--- config.mk ---
export PLATFORM = sky130hd
export DESIGN_NAME = ubtb_top
export DESIGN_NICKNAME = d
export VERILOG_FILES = /design/src/hdl/bpu_cfg_pkg.sv /design/src/hdl/bpu_types_pkg.sv /design/src/hdl/fetch_req_stage.sv /design/src/hdl/ubtb_replace.sv /design/src/hdl/ubtb.sv /design/src/hdl/pred_out_queue.sv /design/src/hdl/ubtb_top.sv
export SDC_FILE = /design/constraint.sdc
export NUM_CORES = 1
export LEC_CHECK = 0
export ABC_AREA = 1
export BUFFER_PORTS_ARGS = -buffer_cell sky130_fd_sc_hd__buf_2
export CAP_MARGIN = 5
export CELL_PAD_IN_SITES_DETAIL_PLACEMENT = 0
export CELL_PAD_IN_SITES_GLOBAL_PLACEMENT = 1
export CORE_MARGIN = 2
export CORE_UTILIZATION = 42
export CTS_CLUSTER_DIAMETER = 80
export DETAILED_ROUTE_END_ITERATION = 16
export GPL_TIMING_DRIVEN = 0
export PLACE_DENSITY_LB_ADDON = 0.1
export SYNTH_ARGS = -nofsm -noshare
export SYNTH_HDL_FRONTEND = slang
export SYNTH_SLANG_ARGS = --single-unit
--- constraint.sdc ---
create_clock -name clk -period 12.6 [get_ports clk]
set_clock_uncertainty 0.05 [all_clocks]
set_input_delay 0.63 -clock clk [delete_from_list [all_inputs] [get_ports clk]]
set_output_delay 0.63 -clock clk [all_outputs]
set_load 0.02 [all_outputs]
--- src/hdl/bpu_cfg_pkg.sv ---
package bpu_cfg_pkg;

    ////////////////////////////////////////////////////////////
    // address and table geometry
    ////////////////////////////////////////////////////////////

    localparam int VADDR_SIZE = 32;
    localparam int UBTB_WAYS  = 8;
    localparam int WAY_IDX_W  = 3;
    localparam int SLOT_NUM   = 2;

    // the tag covers address bits 20 down to 5
    localparam int TAG_SIZE = 16;
    localparam int TAG_LSB  = 5;

    ////////////////////////////////////////////////////////////
    // fetch block and slot fields
    ////////////////////////////////////////////////////////////

    localparam int BLOCK_SIZE = 32;
    localparam int OFFSET_W   = 5;

    // sizes reach BLOCK_SIZE itself, so one bit more than an offset
    localparam int SIZE_W = OFFSET_W + 1;

    // stored low target bits, the address bit 0 is never kept
    localparam int BR_TGT_W  = 12;
    localparam int JMP_TGT_W = 20;

    ////////////////////////////////////////////////////////////
    // replacement
    ////////////////////////////////////////////////////////////

    localparam int LFSR_W = 8;
    localparam logic [LFSR_W-1:0] LFSR_SEED = 8'h5a;

endpackage

--- src/hdl/bpu_types_pkg.sv ---
package bpu_types_pkg;

    import bpu_cfg_pkg::*;

    ////////////////////////////////////////////////////////////
    // encodings
    ////////////////////////////////////////////////////////////

    // how the target high bits relate to the start address high bits
    typedef enum logic [1:0] {
        TAR_FIT = 2'd0,
        TAR_OV  = 2'd1,
        TAR_UN  = 2'd2
    } tar_state_e;

    typedef enum logic [1:0] {
        BR_COND = 2'd0,
        BR_JAL  = 2'd1,
        BR_JALR = 2'd2,
        BR_NONE = 2'd3
    } br_type_e;

    ////////////////////////////////////////////////////////////
    // table entry
    ////////////////////////////////////////////////////////////

    typedef struct packed {
        logic                en;
        logic [OFFSET_W-1:0] offset;
        tar_state_e          tar_state;
        logic [BR_TGT_W-1:0] target;
    } br_slot_t;

    typedef struct packed {
        logic [JMP_TGT_W-BR_TGT_W-1:0] pad;
        logic [BR_TGT_W-1:0]           target;
    } tail_br_view_t;

    // the tail target word, read through the view that br_type selects
    typedef union packed {
        tail_br_view_t        br;
        logic [JMP_TGT_W-1:0] jmp;
    } tail_tgt_u;

    typedef struct packed {
        logic                en;
        br_type_e            br_type;
        logic [OFFSET_W-1:0] offset;
        tar_state_e          tar_state;
        tail_tgt_u           tgt;
    } tail_slot_t;

    typedef struct packed {
        logic                valid;
        logic [TAG_SIZE-1:0] tag;
        br_slot_t            slot0;
        tail_slot_t          tail;
        logic [SIZE_W-1:0]   fth_size;
    } btb_entry_t;

    // slot 0 is the conditional slot, slot 1 the tail
    typedef logic [SLOT_NUM-1:0][1:0] ctr_pair_t;

    ////////////////////////////////////////////////////////////
    // port payloads
    ////////////////////////////////////////////////////////////

    typedef struct packed {
        logic [VADDR_SIZE-1:0] start_addr;
    } fetch_req_t;

    typedef struct packed {
        logic [VADDR_SIZE-1:0] start_addr;
        logic                  hit;
        logic                  taken;
        logic [SLOT_NUM-1:0]   slot_taken;
        br_type_e              br_type;
        logic [SIZE_W-1:0]     size;
        logic [VADDR_SIZE-1:0] target;
        ctr_pair_t             ctr;
    } ubtb_pred_t;

    typedef struct packed {
        logic [VADDR_SIZE-1:0] start_addr;
        btb_entry_t            entry;
        ctr_pair_t             old_ctr;
        logic [SLOT_NUM-1:0]   real_taken;
    } ubtb_update_t;

endpackage

--- src/hdl/fetch_req_stage.sv ---
`timescale 1ns/100ps

module fetch_req_stage
    import bpu_types_pkg::*;
(
    input  logic       clk,
    input  logic       rst_n,
    input  logic       req_valid,
    input  fetch_req_t req,
    output logic       req_ready,
    output logic       cur_valid,
    output fetch_req_t cur_req,
    input  logic       in_ready
);

    logic       full_q;
    fetch_req_t req_q;
    logic       accept;

    // a new request may enter while the held one moves on
    assign req_ready = !full_q || in_ready;
    assign accept    = req_valid && req_ready;

    always_ff @(posedge clk or negedge rst_n) begin
        if (!rst_n) begin
            full_q <= 1'b0;
        end else if (accept) begin
            full_q <= 1'b1;
        end else if (in_ready) begin
            full_q <= 1'b0;
        end
    end

    always_ff @(posedge clk) begin
        if (accept) begin
            req_q <= req;
        end
    end

    assign cur_valid = full_q;
    assign cur_req   = req_q;

endmodule

--- src/hdl/ubtb_replace.sv ---
`timescale 1ns/100ps

module ubtb_replace
    import bpu_cfg_pkg::*;
(
    input  logic                 clk,
    input  logic                 rst_n,
    input  logic                 advance,
    output logic [WAY_IDX_W-1:0] victim
);

    // feedback taps for x^8 + x^6 + x^5 + x^4 + 1
    localparam logic [LFSR_W-1:0] TAPS = 8'hb8;

    logic [LFSR_W-1:0] lfsr_q;
    logic [LFSR_W-1:0] lfsr_next;

    // galois form, shifting right with the feedback from bit 0
    always_comb begin
        lfsr_next = {1'b0, lfsr_q[LFSR_W-1:1]};
        if (lfsr_q[0]) begin
            lfsr_next = lfsr_next ^ TAPS;
        end
    end

    always_ff @(posedge clk or negedge rst_n) begin
        if (!rst_n) begin
            lfsr_q <= LFSR_SEED;
        end else if (advance) begin
            lfsr_q <= lfsr_next;
        end
    end

    assign victim = lfsr_q[WAY_IDX_W-1:0];

endmodule

--- src/hdl/ubtb.sv ---
`timescale 1ns/100ps

module ubtb
    import bpu_cfg_pkg::*;
    import bpu_types_pkg::*;
(
    input  logic         clk,
    input  logic         rst_n,
    input  logic         cur_valid,
    input  fetch_req_t   cur_req,
    output ubtb_pred_t   lookup_pred,
    input  logic         upd_valid,
    input  ubtb_update_t upd
);

    function automatic logic [TAG_SIZE-1:0] addr_tag(input logic [VADDR_SIZE-1:0] addr);
        return addr[TAG_LSB +: TAG_SIZE];
    endfunction

    // offset plus one in 2-byte units, returned in bytes
    function automatic logic [SIZE_W-1:0] slot_size(input logic [OFFSET_W-1:0] offset);
        logic [SIZE_W-2:0] units;
        units = {1'b0, offset[OFFSET_W-1:1]} + 1'b1;
        return {units, 1'b0};
    endfunction

    function automatic logic [VADDR_SIZE-1:0] rebuild_target(
        input logic [VADDR_SIZE-1:0] start,
        input tar_state_e            st,
        input logic [JMP_TGT_W-1:0]  low,
        input int unsigned           low_w
    );
        logic [VADDR_SIZE-1:0] high;
        high = start >> (low_w + 1);
        if (st == TAR_OV) begin
            high = high + VADDR_SIZE'(1);
        end else if (st == TAR_UN) begin
            high = high - VADDR_SIZE'(1);
        end
        return (high << (low_w + 1)) | (VADDR_SIZE'(low) << 1);
    endfunction

    function automatic logic [1:0] sat_ctr(input logic [1:0] ctr, input logic taken);
        if (taken) begin
            return (ctr == 2'd3) ? ctr : ctr + 2'd1;
        end
        return (ctr == 2'd0) ? ctr : ctr - 2'd1;
    endfunction

    btb_entry_t           entries [UBTB_WAYS];
    ctr_pair_t            ctrs [UBTB_WAYS];
    logic [UBTB_WAYS-1:0] valid_q;

    logic [VADDR_SIZE-1:0] start;
    logic [UBTB_WAYS-1:0]  lookup_hits;
    logic [UBTB_WAYS-1:0]  upd_hits;
    logic [WAY_IDX_W-1:0]  lookup_idx;
    logic [WAY_IDX_W-1:0]  upd_idx;
    logic [WAY_IDX_W-1:0]  victim;
    logic [WAY_IDX_W-1:0]  write_idx;
    logic                  hit;
    logic                  upd_hit;
    btb_entry_t            lk_entry;
    ctr_pair_t             lk_ctr;
    logic [SLOT_NUM-1:0]   br_taken;
    logic                  tail_jmp;
    logic                  pick_tail;
    logic [VADDR_SIZE-1:0] slot0_tgt;
    logic [VADDR_SIZE-1:0] tail_br_tgt;
    logic [VADDR_SIZE-1:0] jmp_tgt;
    btb_entry_t            wr_entry;
    ctr_pair_t             wr_ctr;

    assign start = cur_req.start_addr;

    always_comb begin
        lookup_idx = '0;
        upd_idx    = '0;
        for (int i = 0; i < UBTB_WAYS; i++) begin
            lookup_hits[i] = valid_q[i] && (entries[i].tag == addr_tag(start));
            upd_hits[i]    = valid_q[i] && (entries[i].tag == addr_tag(upd.start_addr));
            if (lookup_hits[i]) begin
                lookup_idx = WAY_IDX_W'(i);
            end
            if (upd_hits[i]) begin
                upd_idx = WAY_IDX_W'(i);
            end
        end
    end

    ////////////////////////////////////////////////////////////
    // lookup
    ////////////////////////////////////////////////////////////

    assign hit      = cur_valid && (|lookup_hits);
    assign lk_entry = entries[lookup_idx];
    assign lk_ctr   = ctrs[lookup_idx];

    assign br_taken[0] = lk_entry.slot0.en && lk_ctr[0][1];
    assign br_taken[1] = lk_entry.tail.en && (lk_entry.tail.br_type == BR_COND) && lk_ctr[1][1];
    assign tail_jmp    = lk_entry.tail.en &&
                         (lk_entry.tail.br_type == BR_JAL || lk_entry.tail.br_type == BR_JALR);

    // slot 0 keeps a tie on offset
    assign pick_tail = br_taken[1] &&
                       (!br_taken[0] || (lk_entry.tail.offset < lk_entry.slot0.offset));

    assign slot0_tgt = rebuild_target(start, lk_entry.slot0.tar_state,
                                      JMP_TGT_W'(lk_entry.slot0.target), BR_TGT_W);
    assign tail_br_tgt = rebuild_target(start, lk_entry.tail.tar_state,
                                        JMP_TGT_W'(lk_entry.tail.tgt.br.target), BR_TGT_W);
    assign jmp_tgt = rebuild_target(start, lk_entry.tail.tar_state,
                                    lk_entry.tail.tgt.jmp, JMP_TGT_W);

    always_comb begin
        lookup_pred.start_addr = start;
        lookup_pred.hit        = hit;
        lookup_pred.taken      = 1'b0;
        lookup_pred.slot_taken = '0;
        lookup_pred.br_type    = BR_NONE;
        lookup_pred.size       = SIZE_W'(BLOCK_SIZE);
        lookup_pred.target     = start + VADDR_SIZE'(BLOCK_SIZE);
        lookup_pred.ctr        = hit ? lk_ctr : '0;
        if (hit) begin
            if (br_taken[0] && !pick_tail) begin
                lookup_pred.taken      = 1'b1;
                lookup_pred.slot_taken = 2'b01;
                lookup_pred.br_type    = BR_COND;
                lookup_pred.size       = slot_size(lk_entry.slot0.offset);
                lookup_pred.target     = slot0_tgt;
            end else if (pick_tail) begin
                lookup_pred.taken      = 1'b1;
                lookup_pred.slot_taken = 2'b10;
                lookup_pred.br_type    = BR_COND;
                lookup_pred.size       = slot_size(lk_entry.tail.offset);
                lookup_pred.target     = tail_br_tgt;
            end else if (tail_jmp) begin
                // a jump in the tail is always taken and reports as the tail slot
                lookup_pred.taken      = 1'b1;
                lookup_pred.slot_taken = 2'b10;
                lookup_pred.br_type    = lk_entry.tail.br_type;
                lookup_pred.size       = slot_size(lk_entry.tail.offset);
                lookup_pred.target     = jmp_tgt;
            end else begin
                lookup_pred.size   = lk_entry.fth_size;
                lookup_pred.target = start + VADDR_SIZE'(lk_entry.fth_size);
            end
        end
    end

    ////////////////////////////////////////////////////////////
    // update
    ////////////////////////////////////////////////////////////

    assign upd_hit   = |upd_hits;
    assign write_idx = upd_hit ? upd_idx : victim;

    // the stored tag always comes from the update address
    always_comb begin
        wr_entry       = upd.entry;
        wr_entry.valid = 1'b1;
        wr_entry.tag   = addr_tag(upd.start_addr);
        for (int s = 0; s < SLOT_NUM; s++) begin
            wr_ctr[s] = sat_ctr(upd.old_ctr[s], upd.real_taken[s]);
        end
    end

    always_ff @(posedge clk or negedge rst_n) begin
        if (!rst_n) begin
            valid_q <= '0;
            ctrs    <= '{default: '0};
        end else if (upd_valid) begin
            valid_q[write_idx] <= 1'b1;
            ctrs[write_idx]    <= wr_ctr;
        end
    end

    always_ff @(posedge clk) begin
        if (upd_valid) begin
            entries[write_idx] <= wr_entry;
        end
    end

    ubtb_replace i_replace (
        .clk     (clk),
        .rst_n   (rst_n),
        .advance (upd_valid && !upd_hit),
        .victim  (victim)
    );

endmodule

--- src/hdl/pred_out_queue.sv ---
`timescale 1ns/100ps

module pred_out_queue
    import bpu_types_pkg::*;
(
    input  logic       clk,
    input  logic       rst_n,
    input  logic       in_valid,
    input  ubtb_pred_t in_pred,
    output logic       in_ready,
    output logic       pred_valid,
    output ubtb_pred_t pred,
    input  logic       pred_ready
);

    ubtb_pred_t mem [2];
    logic       wr_ptr_q;
    logic       rd_ptr_q;
    logic [1:0] count_q;
    logic       push;
    logic       pop;

    assign in_ready   = count_q < 2'd2;
    assign pred_valid = count_q != 2'd0;
    assign pred       = mem[rd_ptr_q];

    assign push = in_valid && in_ready;
    assign pop  = pred_valid && pred_ready;

    always_ff @(posedge clk or negedge rst_n) begin
        if (!rst_n) begin
            wr_ptr_q <= 1'b0;
            rd_ptr_q <= 1'b0;
            count_q  <= 2'd0;
        end else begin
            if (push) begin
                wr_ptr_q <= !wr_ptr_q;
            end
            if (pop) begin
                rd_ptr_q <= !rd_ptr_q;
            end
            if (push && !pop) begin
                count_q <= count_q + 2'd1;
            end else if (pop && !push) begin
                count_q <= count_q - 2'd1;
            end
        end
    end

    always_ff @(posedge clk) begin
        if (push) begin
            mem[wr_ptr_q] <= in_pred;
        end
    end

endmodule

--- src/hdl/ubtb_top.sv ---
`timescale 1ns/100ps

module ubtb_top
    import bpu_types_pkg::*;
(
    input  logic         clk,
    input  logic         rst_n,
    input  logic         req_valid,
    input  fetch_req_t   req,
    output logic         req_ready,
    output logic         pred_valid,
    output ubtb_pred_t   pred,
    input  logic         pred_ready,
    input  logic         upd_valid,
    input  ubtb_update_t upd
);

    logic       cur_valid;
    fetch_req_t cur_req;
    ubtb_pred_t lookup_pred;
    logic       in_ready;

    fetch_req_stage i_req_stage (
        .clk       (clk),
        .rst_n     (rst_n),
        .req_valid (req_valid),
        .req       (req),
        .req_ready (req_ready),
        .cur_valid (cur_valid),
        .cur_req   (cur_req),
        .in_ready  (in_ready)
    );

    ubtb i_ubtb (
        .clk         (clk),
        .rst_n       (rst_n),
        .cur_valid   (cur_valid),
        .cur_req     (cur_req),
        .lookup_pred (lookup_pred),
        .upd_valid   (upd_valid),
        .upd         (upd)
    );

    pred_out_queue i_out_queue (
        .clk        (clk),
        .rst_n      (rst_n),
        .in_valid   (cur_valid),
        .in_pred    (lookup_pred),
        .in_ready   (in_ready),
        .pred_valid (pred_valid),
        .pred       (pred),
        .pred_ready (pred_ready)
    );

endmodule

==> results of run 1 <==
## power by group through the flow
| stage | sequential [mW] | combinational, mW | clock, mW |
|---|---|---|---|
| 2_1_floorplan | 3.74 | 1.32 | 0 |
| 3_3_place_gp | 3.84 | 2.16 | 0 |
| 3_5_place_dp | 3.76 | 2.29 | 0 |
| 4_1_cts | 3.71 | 2.29 | 2.72 |
| 5_1_grt | 3.75 | 2.49 | 2.82 |
| 6_report | 3.71 | 2.29 | 2.68 |
## metrics by stage
stage               instance area [sq um]  hold WS, ns  util (%)  power (mW)  setup slack, ns
floorplan                           40410       0.2844         -       5.058            6.456
global route                        46740      0.04300     49.12       9.056            4.169
finish                              46740      0.06809     49.12       8.682            4.489
detailed placement                  43740       0.4054     45.97       6.047            4.822
CTS                                 46740      0.03209     49.12       8.719            4.761
global placement                    42970       0.3996     45.16       6.005          0.08885
## layer usage
layer / up-vias / wire (um)
met1: 15572 / 65370
met4: 8 / 5005
met3: 304 / 12650
met5: - / 53
li1: 14837 / -
met2: 1473 / 67610
## timing repair
action / CTS / global route
setup endpoints to repair: 0 / 0
endpoints found under the hold margin: 4 / 0
hold buffers: 1 / 0
setup buffers: 0 / 0
## placed cells by master, fill, tap and decap left out, types with 12 or more instances in the layout
master / instances
clkbuf_16: 90
buf_2: 248
clkbuf_1: 87
o21ai_0: 268
inv_1: 297
nand2_1: 1170
a21oi_1: 60
inv_2: 25
clkinv_1: 20
clkinv_2: 14
nor2_1: 410
nor4_1: 40
nand4_1: 67
xnor2_1: 24
dfrtp_1: 49
o22ai_1: 85
nand3_1: 245
nand2_2: 18
xor2_1: 121
nor2_4: 12
edfxtp_1: 768
or2_2: 19
buf_16: 16
buf_6: 20
nand3b_1: 15
o211ai_1: 31
o21ai_1: 25
ha_1: 19
buf_4: 28
nor3_1: 48
## state kept, by name, summed over array words and instances (netlist names)
register and cells:
i_ubtb.entries 576, i_out_queue.mem 160, i_req_stage.cur_req 32, i_ubtb.ctrs 32, i_ubtb.i_replace.lfsr_q 8, i_ubtb.valid_q 8
i_out_queue.count_q 2, i_out_queue.rd_ptr_q 1, i_out_queue.wr_ptr_q 1, i_req_stage.cur_valid 1
## worst max-delay path, delay by kind of cell (launching register included)
| family | cells | cell delay [ns] |
|---|---|---|
| adders and majority gates | 1 | 0.36 |
| buffers and inverters | 7 | 1.65 |
| DFF | 1 | 0.73 |
| AOI/OAI and AO/OA | 4 | 1.69 |
| and+or+nand+nor | 26 | 3.29 |
## cell families after synthesis
logic type                 synth area share [%]
muxes                                    0.4428
AOI/OAI and AO/OA                         7.460
buffers and inverters                     5.555
adders and majority gates                0.6379
and+or+nand+nor                           22.35
DFF                                       60.37
xor gates and xnor gates                  3.183
## worst max path at each step
stage / start / endpoint / slack [ns]
floorplan: upd[92] / i_ubtb.entries[3][0] / 6.46
global placement: upd[87] / i_ubtb.ctrs[10] / 0.09
detailed placement: i_req_stage.cur_req[6] / i_out_queue.mem[0][17] / 4.82
CTS: i_req_stage.cur_req[6] / i_out_queue.mem[0][17] / 4.76
global route: i_req_stage.cur_req[6] / i_out_queue.mem[1][22] / 4.17
finish: i_req_stage.cur_req[6] / i_out_queue.mem[1][17] / 4.49
## layout make-up
type                    count  area, sq um
fillers                  8952        48410
flip-flops and latches    821        24390
multi-input cells        2807        13820
clock buffers             110         2357
repair buffers            228         1699
well taps                1265         1583
inverters                 334         1269
plain buffers             178        985.9
clock inverters            51        628.1
diodes                      2        5.005
==> qor.csv, run 1 <==
metric,value,unit
status,completed,
cts_root_buf,clkbuf_16,
yosysMostFrequentCell,nand2_1,
portBuffers,196,
period_share,64.37,%
antenna_found_initial,8,
synth_edf_count,768,
max_stage_delay,0.91,ns
yosys.area.top_type_share,57.08,%
gp_congestion,0.9586,
grtUsageTotal,30.23,%
grt_max_degree,54,
use_met2,47.72,%
rsz0062_at_grt,false,
vias,32194,
first_pass_iters,6,
overflow,0,
ys_seq_elements,821,
cts_resized,0,
nNetsFinal,4627,
timing.setup.tns,0,ns
drive_gt1_share,12.96,%
finalCriticalPeriod,8.111,ns
syn-cell-area,40410,sq um
avgSynthCellArea,9.760,sq um
r2r_start,i_req_stage.cur_req[6],
cp-start-kind,register,
cts.sinks,821,
pin_count,230,
hold_viol,0,
clk_pin_slew_worst_paths,0.06,ns
grt_pass1_wl,214200,um
use_met1,42.11,%
worst-r2r-cell-count,38,
seqPwrFrac,42.7,%
setup_viol,0,
worstPathRequired,12.95,ns
cts_inserted_buffers,89,
crit_type,register to register,
routedWlPerCell,26.00,um
synth_fp_nets,4308,
grt_pass1_vias,30508,
whs_endpoint,i_req_stage.cur_req[15],
routed_wirelength,150700,um
area_growth,15.68,%
r2r_end,i_out_queue.mem[1][17],
p_clk_share,30.9,%
ys_seq_area_share,60.37,%
critPathCaptureType,register,
insertion_delay,0.70,ns
synth_top_area_cell,edfxtp_1,
power_density,185.7,nW/um^2
hold_class,input port to register,
fmax,123.3,MHz
route.detailed.drc,0,
cts_tree,done,
comb_power_share,26.4,%
ys_types,67,
switching_share,33.95,%
crit_path_top_delay_cell,o21ai_0,
grt_use_met3,5.935,%
drtIter0Drc,3780,
synth_warnings,0,
intPower,5.734,mW
max-vdd-ir-drop,107.5,uV
postRouteAntennaNets,0,
synth_cells,4140,
worst_slew_pin_slew,1.230,ns
crit_top_cell,nand2_1,
die-area,98700,sq um
netlist_top_cells_count,"nand2_1, edfxtp_1, nor2_1",
final_cells,5796,
ys.flop_type,edfxtp_1,
worst-r2r-setup-slack,4.49,ns
rows,113,
p_leak,18.79,nW
die_w,314.2,um
switching_power,2.948,mW
finalMaxSlewViolations,0,
die_h,314.2,um
worstPathMaxFanout,10,
dp_cells,5632,
fp.coreArea,95150,sq um
synth_area_leaders,"edfxtp_1, nand2_1, nor2_1",
detailed_place_hpwl,106100,um
critical_path_arrival,8.46,ns
top_usage_layer,met2,
hold_depth,1,
cap_viol_max_count,0,
slew-limit-headroom,17.45,%
clockBufferDepth,3,
hold_start,req[15],
initial_utilization,42.46,%
viasPerCell,5.555,
synth-async-reset-ratio,6.456,%
cts_max_level,3,
(Power assumes the default switching activity.)
==> run 2: changes to the inputs <==
--- a/config.mk
+++ b/config.mk
@@ -5,7 +5,7 @@
 export SDC_FILE = /design/constraint.sdc
 export NUM_CORES = 1
 export LEC_CHECK = 0
-export ABC_AREA = 1
+export ABC_AREA = 0
 export BUFFER_PORTS_ARGS = -buffer_cell sky130_fd_sc_hd__buf_2
 export CAP_MARGIN = 5
 export CELL_PAD_IN_SITES_DETAIL_PLACEMENT = 0
==> constraint.sdc (replaced) <==
create_clock -name clk -period 6.7 [get_ports clk]
set_clock_uncertainty 0.05 [all_clocks]
set_input_delay 0.335 -clock clk [delete_from_list [all_inputs] [get_ports clk]]
set_output_delay 0.335 -clock clk [all_outputs]
set_load 0.02 [all_outputs]
==> qor.csv, run 2 <==
metric,value,unit
ys_seq_elements,821,
ys_seq_area_share,63.45,%
finalMaxSlewViolations,2,
avgSynthCellArea,12.47,sq um
slew-limit-headroom,-13.89,%
drive_gt1_share,22.29,%
worst_slew_pin_slew,1.665,ns
grtUsageTotal,29.23,%
n_antenna_cell,0,
grt_max_degree,63,
synth_area_leaders,"edfxtp_1, xnor2_1, nand2_1",
power_density,348.8,nW/um^2
nNetsFinal,3732,
die_w,306.6,um
synth_top_area_cell,edfxtp_1,
finalCriticalPeriod,6.799,ns
yosys.area_share.simple,14.72,%
antenna_found_initial,7,
status,finished with violations,
rsz0062_at_grt,true,
clk_pin_slew_worst_paths,0.06,ns
max-vdd-ir-drop,247.3,uV
grt_pass1_vias,27421,
gp_congestion,0.9532,
synth_warnings,0,
hold_class,input port to register,
die-area,93980,sq um
initial_utilization,42.52,%
cts_root_buf,clkbuf_16,
drtIter0Drc,2970,
cp-start-kind,register,
critical_path_arrival,7.19,ns
top_register,i_ubtb.entries,
cts_inserted_buffers,89,
worstPathMaxFanout,9,
cts_max_level,3,
yosys.area.top_type_share,59.98,%
setup_viol,14,
die_h,306.6,um
route.detailed.drc,0,
synth-async-reset-ratio,6.456,%
synth_fp_nets,3250,
postRouteAntennaNets,0,
period_share,101.5,%
hold_viol,0,
cts.sinks,821,
first_pass_iters,5,
clockBufferDepth,3,
whs,0.04865,ns
critPathCaptureType,register,
reg.largest.list,"i_ubtb.entries x576, i_out_queue.mem x160",
cap_viol_max_count,1,
muxShareOfSynthArea,4.908,%
ys.flop_type,edfxtp_1,
pin_count,230,
yosysMostFrequentCell,edfxtp_1,
worstPathRequired,7.10,ns
final_cells,4815,
fmax,147.1,MHz
vias,28125,
layout_commonest_cell,edfxtp_1,
viasPerCell,5.841,
routed_wirelength,139300,um
area_growth,22.67,%
portBuffers,196,
violations,"capacitance limit, slew limit, setup timing",
dp_cells,4482,
detailed_place_hpwl,95260,um
p_leak,16.48,nW
setup_slack,-0.09904,ns
insertion_delay,0.70,ns
grt_pass1_wl,196600,um
ys_types,96,
overflow,0,
cts_tree,done,
synth_cells,3082,
synth-xor-area-share,7.085,%
routedWlPerCell,28.94,um
crit_type,register to register,
timing.setup.tns,-0.7308,ns
rows,110,
synth-compound-area-share,6.388,%
largest_reg_flops,576,
synthAdderAreaFrac,0.7745,%
synth_edf_count,768,
synth_top_family_by_area,simple AND/OR/NAND/NOR gates,
netlist_top_cells_count,"edfxtp_1, nand2_1, nand3_1",
fp.coreArea,90420,sq um
final_cell_mix,"edfxtp_1, nand2_1, nand3_1",
syn-cell-area,38450,sq um
[run 2: final timing paths]
kind	startpoint	to	slack (ns)	depth (start not counted)
max	i_req_stage.cur_req[17]	i_out_queue.mem[1][27]	-0.1	14
max in group asynchronous	rst_n	i_ubtb.ctrs[10]	5.74	2
min	upd[96]	i_ubtb.entries[4][68]	0.05	1
min in group asynchronous	rst_n	i_ubtb.valid_q[2]	0.18	2
min reg2reg	i_req_stage.cur_req[20]	i_out_queue.mem[1][68]	0.43	0
max reg2reg	i_req_stage.cur_req[17]	i_out_queue.mem[1][27]	-0.1	14
[run 2: cell families (layout without fill, tap and decap cells)]
family,after synthesis,after routing
and+or+nand+nor,1190,1190
DFF,821,821
AOI/OAI and AO/OA,337,337
xor gates and xnor gates,311,311
buffers and inverters,226,783
muxes,173,173
adders and majority gates,24,24
[run 2: critical path, stage by stage (launching register included)]
cell	delay, ns
edfxtp_1	0.41
buf_4	0.26
xnor2_1	0.29
nand4_1	0.14
or3_1	0.37
a2111oi_0	1.38
o311ai_1	0.32
and2_1	0.25
clkbuf_1	0.25
mux2i_1	0.49
xor2_1	0.12
o2bb2ai_1	0.87
nor2b_1	0.84
a21oi_1	0.15
a21oi_1	0.35
[run 2: power breakdown]
group / total (mW) / switching (mW) / internal [mW]
Combinational: 4.42 / 2.84 / 1.58
Clock: 4.99 / 2.11 / 2.88
Sequential: 7.04 / 0.349 / 6.69
[run 2: what timing repair did]
action / in CTS / in global routing
endpoints found under the setup margin: 86 / 74
hold endpoints to repair: 591 / 1
gates resized for setup: 207 / 71
setup buffers: 43 / 27
pin swaps: 22 / 33
hold buffers: 103 / 1
[run 2: per-stage QoR]
step | worst slack, ns | total power [mW] | util [%] | instance area (sq um)
after floorplan | 0.3823 | 9.518 | - | 38450
after global placement | -5.044 | 11.13 | 45.24 | 40900
after detailed placement | -3.790 | 11.27 | 46.01 | 41600
after CTS | -0.04682 | 16.44 | 51.58 | 46640
after global routing | -0.1639 | 17.05 | 52.16 | 47160
final | -0.09904 | 16.45 | 52.16 | 47160
[run 2: layout make-up]
class	count	area, sq um
tap	1176	1471
sequential	821	24390
inverter	36	145.1
multi-input combinational	2035	13790
clock buffer	109	2374
fill	7813	43260
clock inverter	57	588.1
timing repair buffer	398	3213
buffer	183	1186
[run 2: metal layers]
layer	vias to the layer above	global-route usage [%]	part of all wire [%]
met1	14176	39.35	42
met3	259	5.403	7.3
met4	10	10.96	3.7
met5	-	0	0.043
li1	12403	-	-
met2	1277	47.24	47
